<file path="config.mk">
export PLATFORM = sky130hd
export DESIGN_NAME = ram_fifo_wrapper
export DESIGN_NICKNAME = d
export VERILOG_FILES = /design/src/hw/fifo_pkg.sv /design/src/hw/bram_simple_dual_port.sv /design/src/hw/fifo_based_on_ram.sv /design/src/hw/fifo_thresh_regs.sv /design/src/hw/ram_fifo_wrapper.sv
export SDC_FILE = /design/constraint.sdc
export NUM_CORES = 1
export LEC_CHECK = 0
export ABC_AREA = 0
export ABC_CLOCK_PERIOD_IN_PS = 4100
export BUFFER_PORTS_ARGS = -buffer_cell sky130_fd_sc_hd__buf_2
export CAP_MARGIN = 20
export CORE_UTILIZATION = 30
export DETAILED_ROUTE_END_ITERATION = 12
export PLACE_DENSITY = 0.56
export SYNTH_ARGS = -nofsm -noshare
export SYNTH_HDL_FRONTEND = slang
export SYNTH_SLANG_ARGS = --single-unit
</file>
<file path="constraint.sdc">
create_clock -name clk -period 4.1 [get_ports clk]
set_clock_uncertainty 0.15 [all_clocks]
set_input_delay 0.205 -clock clk [delete_from_list [all_inputs] [get_ports clk]]
set_output_delay 0.205 -clock clk [all_outputs]
set_load 0.005 [all_outputs]
</file>
<file path="src/hw/fifo_pkg.sv">
package fifo_pkg;

    // storage geometry
    localparam int FIFO_DEPTH = 16;
    localparam int FIFO_WIDTH = 32;
    localparam int ADDR_W     = 4;
    localparam int CNT_W      = 5;  // must hold FIFO_DEPTH itself

    // threshold values after reset
    localparam int AF_TH_RST = 12;
    localparam int AE_TH_RST = 3;

    // which threshold register a config access targets
    typedef enum logic [0:0] {
        SEL_AF_TH = 1'b0,
        SEL_AE_TH = 1'b1
    } thresh_sel_e;

    // fill level of the two-word prefetch stage
    typedef enum logic [1:0] {
        PF_EMPTY = 2'd0,
        PF_ONE   = 2'd1,
        PF_TWO   = 2'd2
    } pf_state_e;

    typedef struct packed {
        logic             wen;
        thresh_sel_e      sel;
        logic [CNT_W-1:0] data;
    } cfg_wr_t;

    typedef struct packed {
        logic [CNT_W-1:0] almost_full_th;
        logic [CNT_W-1:0] almost_empty_th;
    } thresh_t;

    typedef struct packed {
        logic             full;
        logic             full_n;
        logic             almost_full;
        logic             empty;
        logic             almost_empty;
        logic [CNT_W-1:0] data_cnt;
    } fifo_status_t;

endpackage

</file>
<file path="src/hw/bram_simple_dual_port.sv">
`timescale 1ns/1ns

// simple dual port block RAM
// port A writes, port B reads with one cycle of latency
module bram_simple_dual_port import fifo_pkg::*;
(
    input  logic                  clk,

    // write port
    input  logic                  wen_a,
    input  logic [ADDR_W-1:0]     addr_a,
    input  logic [FIFO_WIDTH-1:0] din_a,

    // read port
    input  logic                  ren_b,
    input  logic [ADDR_W-1:0]     addr_b,
    output logic [FIFO_WIDTH-1:0] dout_b
);

    logic [FIFO_WIDTH-1:0] mem [FIFO_DEPTH];

    always_ff @(posedge clk)
    begin
        if (wen_a)
        begin
            mem[addr_a] <= din_a;
        end
    end

    // output register only moves on a read enable
    always_ff @(posedge clk)
    begin
        if (ren_b)
        begin
            dout_b <= mem[addr_b];
        end
    end

endmodule

</file>
<file path="src/hw/fifo_based_on_ram.sv">
`timescale 1ns/1ns

// FWFT FIFO controller in front of a block RAM
//
// words leave the RAM through a two-entry prefetch stage; the head of
// that stage is fifo_dout. a RAM read is issued whenever the stage
// still has room once the read in flight has landed.
module fifo_based_on_ram import fifo_pkg::*;
(
    input  logic                  clk,
    input  logic                  arst_n,

    // fifo write side
    input  logic                  fifo_wen,
    input  logic [FIFO_WIDTH-1:0] fifo_din,

    // fifo read side
    input  logic                  fifo_ren,
    output logic [FIFO_WIDTH-1:0] fifo_dout,

    input  thresh_t               thresh,
    output fifo_status_t          status,

    // RAM ports
    output logic                  ram_wen,
    output logic [ADDR_W-1:0]     ram_w_addr,
    output logic [FIFO_WIDTH-1:0] ram_din,
    output logic                  ram_ren,
    output logic [ADDR_W-1:0]     ram_r_addr,
    input  logic [FIFO_WIDTH-1:0] ram_dout
);

    logic [CNT_W-1:0]      wptr_q;  // top bit is the wrap bit
    logic [CNT_W-1:0]      rptr_q;
    logic [CNT_W-1:0]      cnt_q;
    logic [CNT_W-1:0]      cnt_next;
    logic                  full_q;
    logic                  almost_full_q;
    logic                  almost_empty_q;

    pf_state_e             pf_state_q;
    pf_state_e             pf_state_d;
    logic [FIFO_WIDTH-1:0] head_q;
    logic [FIFO_WIDTH-1:0] head_d;
    logic [FIFO_WIDTH-1:0] tail_q;
    logic [FIFO_WIDTH-1:0] tail_d;
    logic                  inflight_q;  // ram_dout valid this cycle

    logic                  empty;
    logic                  wr_acc;
    logic                  rd_acc;
    logic                  ram_has_data;
    logic [1:0]            pf_cnt;
    logic [2:0]            occ_after_rd;

    assign empty  = (pf_state_q == PF_EMPTY);
    assign wr_acc = fifo_wen && !full_q;   // writes when full are dropped
    assign rd_acc = fifo_ren && !empty;    // reads when empty are dropped

    // words still sitting in the RAM, not yet read out
    assign ram_has_data = (wptr_q != rptr_q);

    always_comb
    begin
        case (pf_state_q)
            PF_EMPTY: pf_cnt = 2'd0;
            PF_ONE:   pf_cnt = 2'd1;
            PF_TWO:   pf_cnt = 2'd2;
            default:  pf_cnt = 2'd0;
        endcase
    end

    // stage occupancy on the next edge, before any new read lands
    assign occ_after_rd = 3'(pf_cnt) + 3'(inflight_q) - 3'(rd_acc);

    assign ram_wen    = wr_acc;
    assign ram_w_addr = wptr_q[ADDR_W-1:0];
    assign ram_din    = fifo_din;
    assign ram_ren    = ram_has_data && (occ_after_rd <= 3'd1);
    assign ram_r_addr = rptr_q[ADDR_W-1:0];

    always_ff @(posedge clk or negedge arst_n)
    begin
        if (!arst_n)
        begin
            wptr_q     <= '0;
            rptr_q     <= '0;
            inflight_q <= 1'b0;
        end
        else
        begin
            if (wr_acc)
            begin
                wptr_q <= wptr_q + 1'b1;
            end
            if (ram_ren)
            begin
                rptr_q <= rptr_q + 1'b1;
            end
            inflight_q <= ram_ren;
        end
    end

    // prefetch stage next state and contents
    always_comb
    begin
        pf_state_d = pf_state_q;
        head_d     = head_q;
        tail_d     = tail_q;
        case (pf_state_q)
            PF_EMPTY:
            begin
                if (inflight_q)
                begin
                    head_d     = ram_dout;
                    pf_state_d = PF_ONE;
                end
            end
            PF_ONE:
            begin
                if (rd_acc && inflight_q)
                begin
                    head_d = ram_dout;  // arriving word replaces the consumed head
                end
                else if (rd_acc)
                begin
                    pf_state_d = PF_EMPTY;
                end
                else if (inflight_q)
                begin
                    tail_d     = ram_dout;
                    pf_state_d = PF_TWO;
                end
            end
            PF_TWO:
            begin
                // issue rule keeps the RAM idle here
                if (rd_acc)
                begin
                    head_d     = tail_q;
                    pf_state_d = PF_ONE;
                end
            end
            default:
            begin
                pf_state_d = PF_EMPTY;
            end
        endcase
    end

    always_ff @(posedge clk or negedge arst_n)
    begin
        if (!arst_n)
        begin
            pf_state_q <= PF_EMPTY;
        end
        else
        begin
            pf_state_q <= pf_state_d;
        end
    end

    always_ff @(posedge clk)
    begin
        head_q <= head_d;
        tail_q <= tail_d;
    end

    assign fifo_dout = head_q;

    // total count covers RAM, read in flight and prefetch stage
    assign cnt_next = cnt_q + CNT_W'(wr_acc) - CNT_W'(rd_acc);

    always_ff @(posedge clk or negedge arst_n)
    begin
        if (!arst_n)
        begin
            cnt_q          <= '0;
            full_q         <= 1'b0;
            almost_full_q  <= 1'b0;
            almost_empty_q <= 1'b1;
        end
        else
        begin
            cnt_q          <= cnt_next;
            full_q         <= (cnt_next == CNT_W'(FIFO_DEPTH));
            almost_full_q  <= (cnt_next >= thresh.almost_full_th);
            almost_empty_q <= (cnt_next <= thresh.almost_empty_th);
        end
    end

    assign status = '{
        full:         full_q,
        full_n:       ~full_q,
        almost_full:  almost_full_q,
        empty:        empty,
        almost_empty: almost_empty_q,
        data_cnt:     cnt_q
    };

endmodule

</file>
<file path="src/hw/fifo_thresh_regs.sv">
`timescale 1ns/1ns

// run-time almost full / almost empty thresholds
// written values are forced into 1 .. FIFO_DEPTH-1
module fifo_thresh_regs import fifo_pkg::*;
(
    input  logic             clk,
    input  logic             arst_n,

    input  cfg_wr_t          cfg,
    output logic [CNT_W-1:0] cfg_rdata,

    output thresh_t          thresh
);

    logic [CNT_W-1:0] af_th_q;
    logic [CNT_W-1:0] ae_th_q;
    logic [CNT_W-1:0] wr_val;

    // keep a threshold away from 0 and FIFO_DEPTH
    function automatic logic [CNT_W-1:0] clamp_th(input logic [CNT_W-1:0] val);
        logic [CNT_W-1:0] res;
        if (val == '0)
        begin
            res = CNT_W'(1);
        end
        else if (val >= CNT_W'(FIFO_DEPTH))
        begin
            res = CNT_W'(FIFO_DEPTH - 1);
        end
        else
        begin
            res = val;
        end
        return res;
    endfunction

    assign wr_val = clamp_th(cfg.data);

    always_ff @(posedge clk or negedge arst_n)
    begin
        if (!arst_n)
        begin
            af_th_q <= CNT_W'(AF_TH_RST);
            ae_th_q <= CNT_W'(AE_TH_RST);
        end
        else if (cfg.wen)
        begin
            if (cfg.sel == SEL_AF_TH)
            begin
                af_th_q <= wr_val;
            end
            else
            begin
                ae_th_q <= wr_val;
            end
        end
    end

    // readback follows sel directly, no wen needed
    always_comb
    begin
        case (cfg.sel)
            SEL_AF_TH: cfg_rdata = af_th_q;
            SEL_AE_TH: cfg_rdata = ae_th_q;
            default:   cfg_rdata = af_th_q;
        endcase
    end

    assign thresh.almost_full_th  = af_th_q;
    assign thresh.almost_empty_th = ae_th_q;

endmodule

</file>
<file path="src/hw/ram_fifo_wrapper.sv">
`timescale 1ns/1ns

// top level: threshold registers, FIFO controller and block RAM
module ram_fifo_wrapper import fifo_pkg::*;
(
    input  logic                  clk,
    input  logic                  arst_n,

    input  logic                  fifo_wen,
    input  logic [FIFO_WIDTH-1:0] fifo_din,
    input  logic                  fifo_ren,
    output logic [FIFO_WIDTH-1:0] fifo_dout,
    output fifo_status_t          status,

    // threshold configuration
    input  cfg_wr_t               cfg,
    output logic [CNT_W-1:0]      cfg_rdata
);

    thresh_t               thresh;

    logic                  ram_wen;
    logic [ADDR_W-1:0]     ram_w_addr;
    logic [FIFO_WIDTH-1:0] ram_din;
    logic                  ram_ren;
    logic [ADDR_W-1:0]     ram_r_addr;
    logic [FIFO_WIDTH-1:0] ram_dout;

    fifo_thresh_regs u_thresh_regs (
        .clk       (clk),
        .arst_n    (arst_n),
        .cfg       (cfg),
        .cfg_rdata (cfg_rdata),
        .thresh    (thresh)
    );

    fifo_based_on_ram u_fifo_ctrl (
        .clk        (clk),
        .arst_n     (arst_n),
        .fifo_wen   (fifo_wen),
        .fifo_din   (fifo_din),
        .fifo_ren   (fifo_ren),
        .fifo_dout  (fifo_dout),
        .thresh     (thresh),
        .status     (status),
        .ram_wen    (ram_wen),
        .ram_w_addr (ram_w_addr),
        .ram_din    (ram_din),
        .ram_ren    (ram_ren),
        .ram_r_addr (ram_r_addr),
        .ram_dout   (ram_dout)
    );

    bram_simple_dual_port u_fifo_ram (
        .clk    (clk),
        .wen_a  (ram_wen),
        .addr_a (ram_w_addr),
        .din_a  (ram_din),
        .ren_b  (ram_ren),
        .addr_b (ram_r_addr),
        .dout_b (ram_dout)
    );

endmodule

</file>
==> results.sh <==
export IMPL_ctsResizeCount=0
export IMPL_hold_violations=0
export IMPL_rsz0062_at_grt="false"
export IMPL_layout_common_cells="edfxtp_1 (608), mux4_2 (160), buf_2 (89)"
export IMPL_dieArea_sq_mm=0.0824
export IMPL_fin_crit_ns=3.45
export IMPL_seq_area_sq_mm=0.0190
export IMPL_combPwrFrac_pct=27.6
export IMPL_ant_nets=0
export IMPL_netlist_instances=1054
export IMPL_critPathLaunchType="register"
export IMPL_die_y_um=287
export IMPL_fin_tns_setup_ns=0
export IMPL_required_ns=4.44
export IMPL_synth_area_sq_mm=0.0244
export IMPL_critPathMaxFanout=8
export IMPL_root_buffer="clkbuf_16"
export IMPL_fillers=7375
export IMPL_power_total_uw=21100
export IMPL_syn2layout_area_growth_pct=18.8
export IMPL_timing_fmax_mhz=290
export IMPL_worst_slew_pin_slew_ns=0.950
export IMPL_post_route_util_pct=36.0
export IMPL_r2r_slack_ns=0.65
export IMPL_dieWidth_um=287
export IMPL_drtIter0Drc=744
export IMPL_critPathCaptureType="register"
export IMPL_insertion_delay_ns=0.61
export IMPL_seq_power_share_pct=44.4
export IMPL_drc=0
export IMPL_grt_max_degree=57
export IMPL_multi_input_area_sq_mm=0.00510
export IMPL_clockBufferDepth=3
export IMPL_ys_seq_elements=639
export IMPL_gp_congestion=0.730
export IMPL_ctsHtreeMaxLevel=3
export IMPL_clock_sinks=639
export IMPL_ios=90
export IMPL_leakagePower_uw=0.00936
export IMPL_post_cts_buffers=0
export IMPL_avgSynthCellArea_sq_um=23.1
export IMPL_ys_types=35
export IMPL_port_buffers=89
export IMPL_first_global_vias=11800
export IMPL_vias_per_cell=4.70
export IMPL_cap_violations=0
export IMPL_place_hpwl_um=28300
export IMPL_max_slew_margin_rel_pct=36.5
export IMPL_rows=104
export IMPL_grt_pass1_wl_um=80100
export IMPL_switchingPower_uw=6230
export IMPL_yosys_warnings=0
export IMPL_antenna_found_initial=2
export IMPL_grt_use_total_pct=13.4
export IMPL_status="finished, final reports clean"
export IMPL_first_pass_iters=5
export IMPL_core_area_sq_mm=0.0804
export IMPL_layout_commonest_cell="edfxtp_1"
export IMPL_hp_class="in2async"
export IMPL_clkSlewWorstSetupHoldPaths_ns=0.05
export IMPL_routed_wl_um=54300
export IMPL_internal_power_uw=14900
export IMPL_cp_arrival_ns=3.79
export IMPL_setup_viol=0
export IMPL_gr_total_overflow=0
export IMPL_drive_above_1_share_pct=33.8
export IMPL_swShare_pct=29.5
export IMPL_r2r_cells=11
export IMPL_post_route_period_util_pct=84.2
export IMPL_p_per_area_mw_per_mm2=729
export IMPL_yosysSeqAreaShare_pct=78.1
export IMPL_peakVddDrop_mv=0.595
export IMPL_routedWlPerCell_um=23.0
export IMPL_vias=11100
export IMPL_numCtsBuffers=69
export IMPL_nets=1310
export IMPL_finalMaxSlewViolations=0
export IMPL_synth_nets=1117
export IMPL_criticalPathCategory="reg2reg"
export IMPL_initial_core_util_pct=30.3
export IMPL_clock_power_share_pct=28.0
export IMPL_tritoncts="yes"
## registers in the layout (all words and copies together) (netlist names)
| name | flops |
|---|---|
| u_fifo_ctrl.wptr_q | 5 |
| u_fifo_ctrl.full_q | 1 |
| u_fifo_ctrl.inflight_q | 1 |
| u_fifo_ctrl.pf_state_q | 2 |
| u_fifo_ctrl.almost_empty_q | 1 |
| u_fifo_ram.mem | 512 |
| u_thresh_regs.af_th_q | 5 |
| u_fifo_ram.dout_b | 32 |
| u_thresh_regs.ae_th_q | 5 |
| u_fifo_ctrl.tail_q | 32 |
| u_fifo_ctrl.almost_full_q | 1 |
| u_fifo_ctrl.fifo_dout | 32 |
| u_fifo_ctrl.cnt_q | 5 |
| u_fifo_ctrl.rptr_q | 5 |
## layout make-up
type,count,share of cell area [%]
sequential,639,65.8
multi-input combinational,342,17.6
clock buffer,89,6.37
tap,1060,4.58
timing repair buffer,176,4.42
clock inverter,33,1.02
inverter,19,0.246
antenna,1,0.00864
## metrics by stage
step	instance area [sq um]	hold slack [ns]	std cells	worst slack [ns]
after floorplan	24400	-0.241	1054	0.346
after global placement	26300	0.138	2188	0.729
after detailed placement	26300	0.155	2188	0.682
after CTS	29000	0.0525	2358	0.647
after global routing	29000	0.100	2358	0.288
final	29000	0.0582	2359	0.646
## what timing repair did
action,4_1_cts,5_1_grt
hold buffers,48,0
endpoints found under the hold margin,557,0
endpoints found under the setup margin,0,0
## Yosys cell counts, drive strengths merged
library cell,n,share of area [%]
mux2i,1,0.041
a21oi,9,0.18
o21a,2,0.062
o211ai,1,0.051
a21o,3,0.092
dfstp,5,0.54
nand2b,3,0.077
nand3,3,0.062
nor2b,3,0.077
nor2,29,0.45
edfxtp,608,75
nor4,2,0.051
o21ai,13,0.27
nand2,20,0.31
maj3,1,0.041
or2,1,0.026
and2,3,0.077
nand4,1,0.026
inv,19,0.29
ha,18,0.92
xnor2,15,0.54
clkbuf,24,0.37
xor2,6,0.22
nor3,9,0.18
o22ai,2,0.051
mux4,160,15
a41oi,1,0.036
mux2,34,1.6
buf,30,0.89
dfrtp,26,2.7
fa,2,0.16
## final timing paths
check	to	from
worst max-delay path	u_fifo_ctrl.almost_full_q	u_fifo_ctrl.pf_state_q[1]
worst min-delay path	u_thresh_regs.af_th_q[4]	arst_n
worst max register to register	u_fifo_ctrl.almost_full_q	u_fifo_ctrl.pf_state_q[1]
worst min register to register	u_fifo_ctrl.tail_q[13]	u_fifo_ram.dout_b[13]
max in group asynchronous	u_fifo_ctrl.rptr_q[1]	arst_n
min in group clk	u_fifo_ctrl.pf_state_q[1]	fifo_ren
## power groups by stage
stage / clock (uW) / combinational [uW] / sequential [uW]
finish: 5920 / 5830 / 9370
global route: 6300 / 6350 / 9500
CTS: 6080 / 6010 / 9410
detailed placement: 0 / 5930 / 9530
global placement: 0 / 5890 / 9490
floorplan: 0 / 4200 / 9110
## logic make-up after synthesis
group | Yosys count | synth area share [%]
AOI/OAI and AO/OA | 31 | 0.744
xor gates and xnor gates | 21 | 0.754
adders and majority gates | 21 | 1.13
buffers and inverters | 73 | 1.55
DFF | 639 | 78.1
muxes | 195 | 16.4
and+or+nand+nor | 74 | 1.33
## metal layers
metal | share of wire, % | GRT usage [%] | vias up
li1 | - | - | 4763
met1 | 43 | 17.9 | 5936
met2 | 50 | 22.0 | 293
met3 | 5.0 | 2.68 | 83
met4 | 2.1 | 3.91 | 2
met5 | 0.028 | 0 | -
## worst max-delay path, cell delays in order, from the launching register on
cell and delay [ns]:
dfrtp_1 0.48, o21ai_0 0.43, or2_2 0.22, nand2_1 0.06, ha_1 0.21, fa_1 0.44, xor2_1 0.35, ha_1 0.31
nor2_1 0.11, a21oi_1 0.06, maj3_1 0.35, a21o_1 0.18
Power figures use the tool's default switching activity.
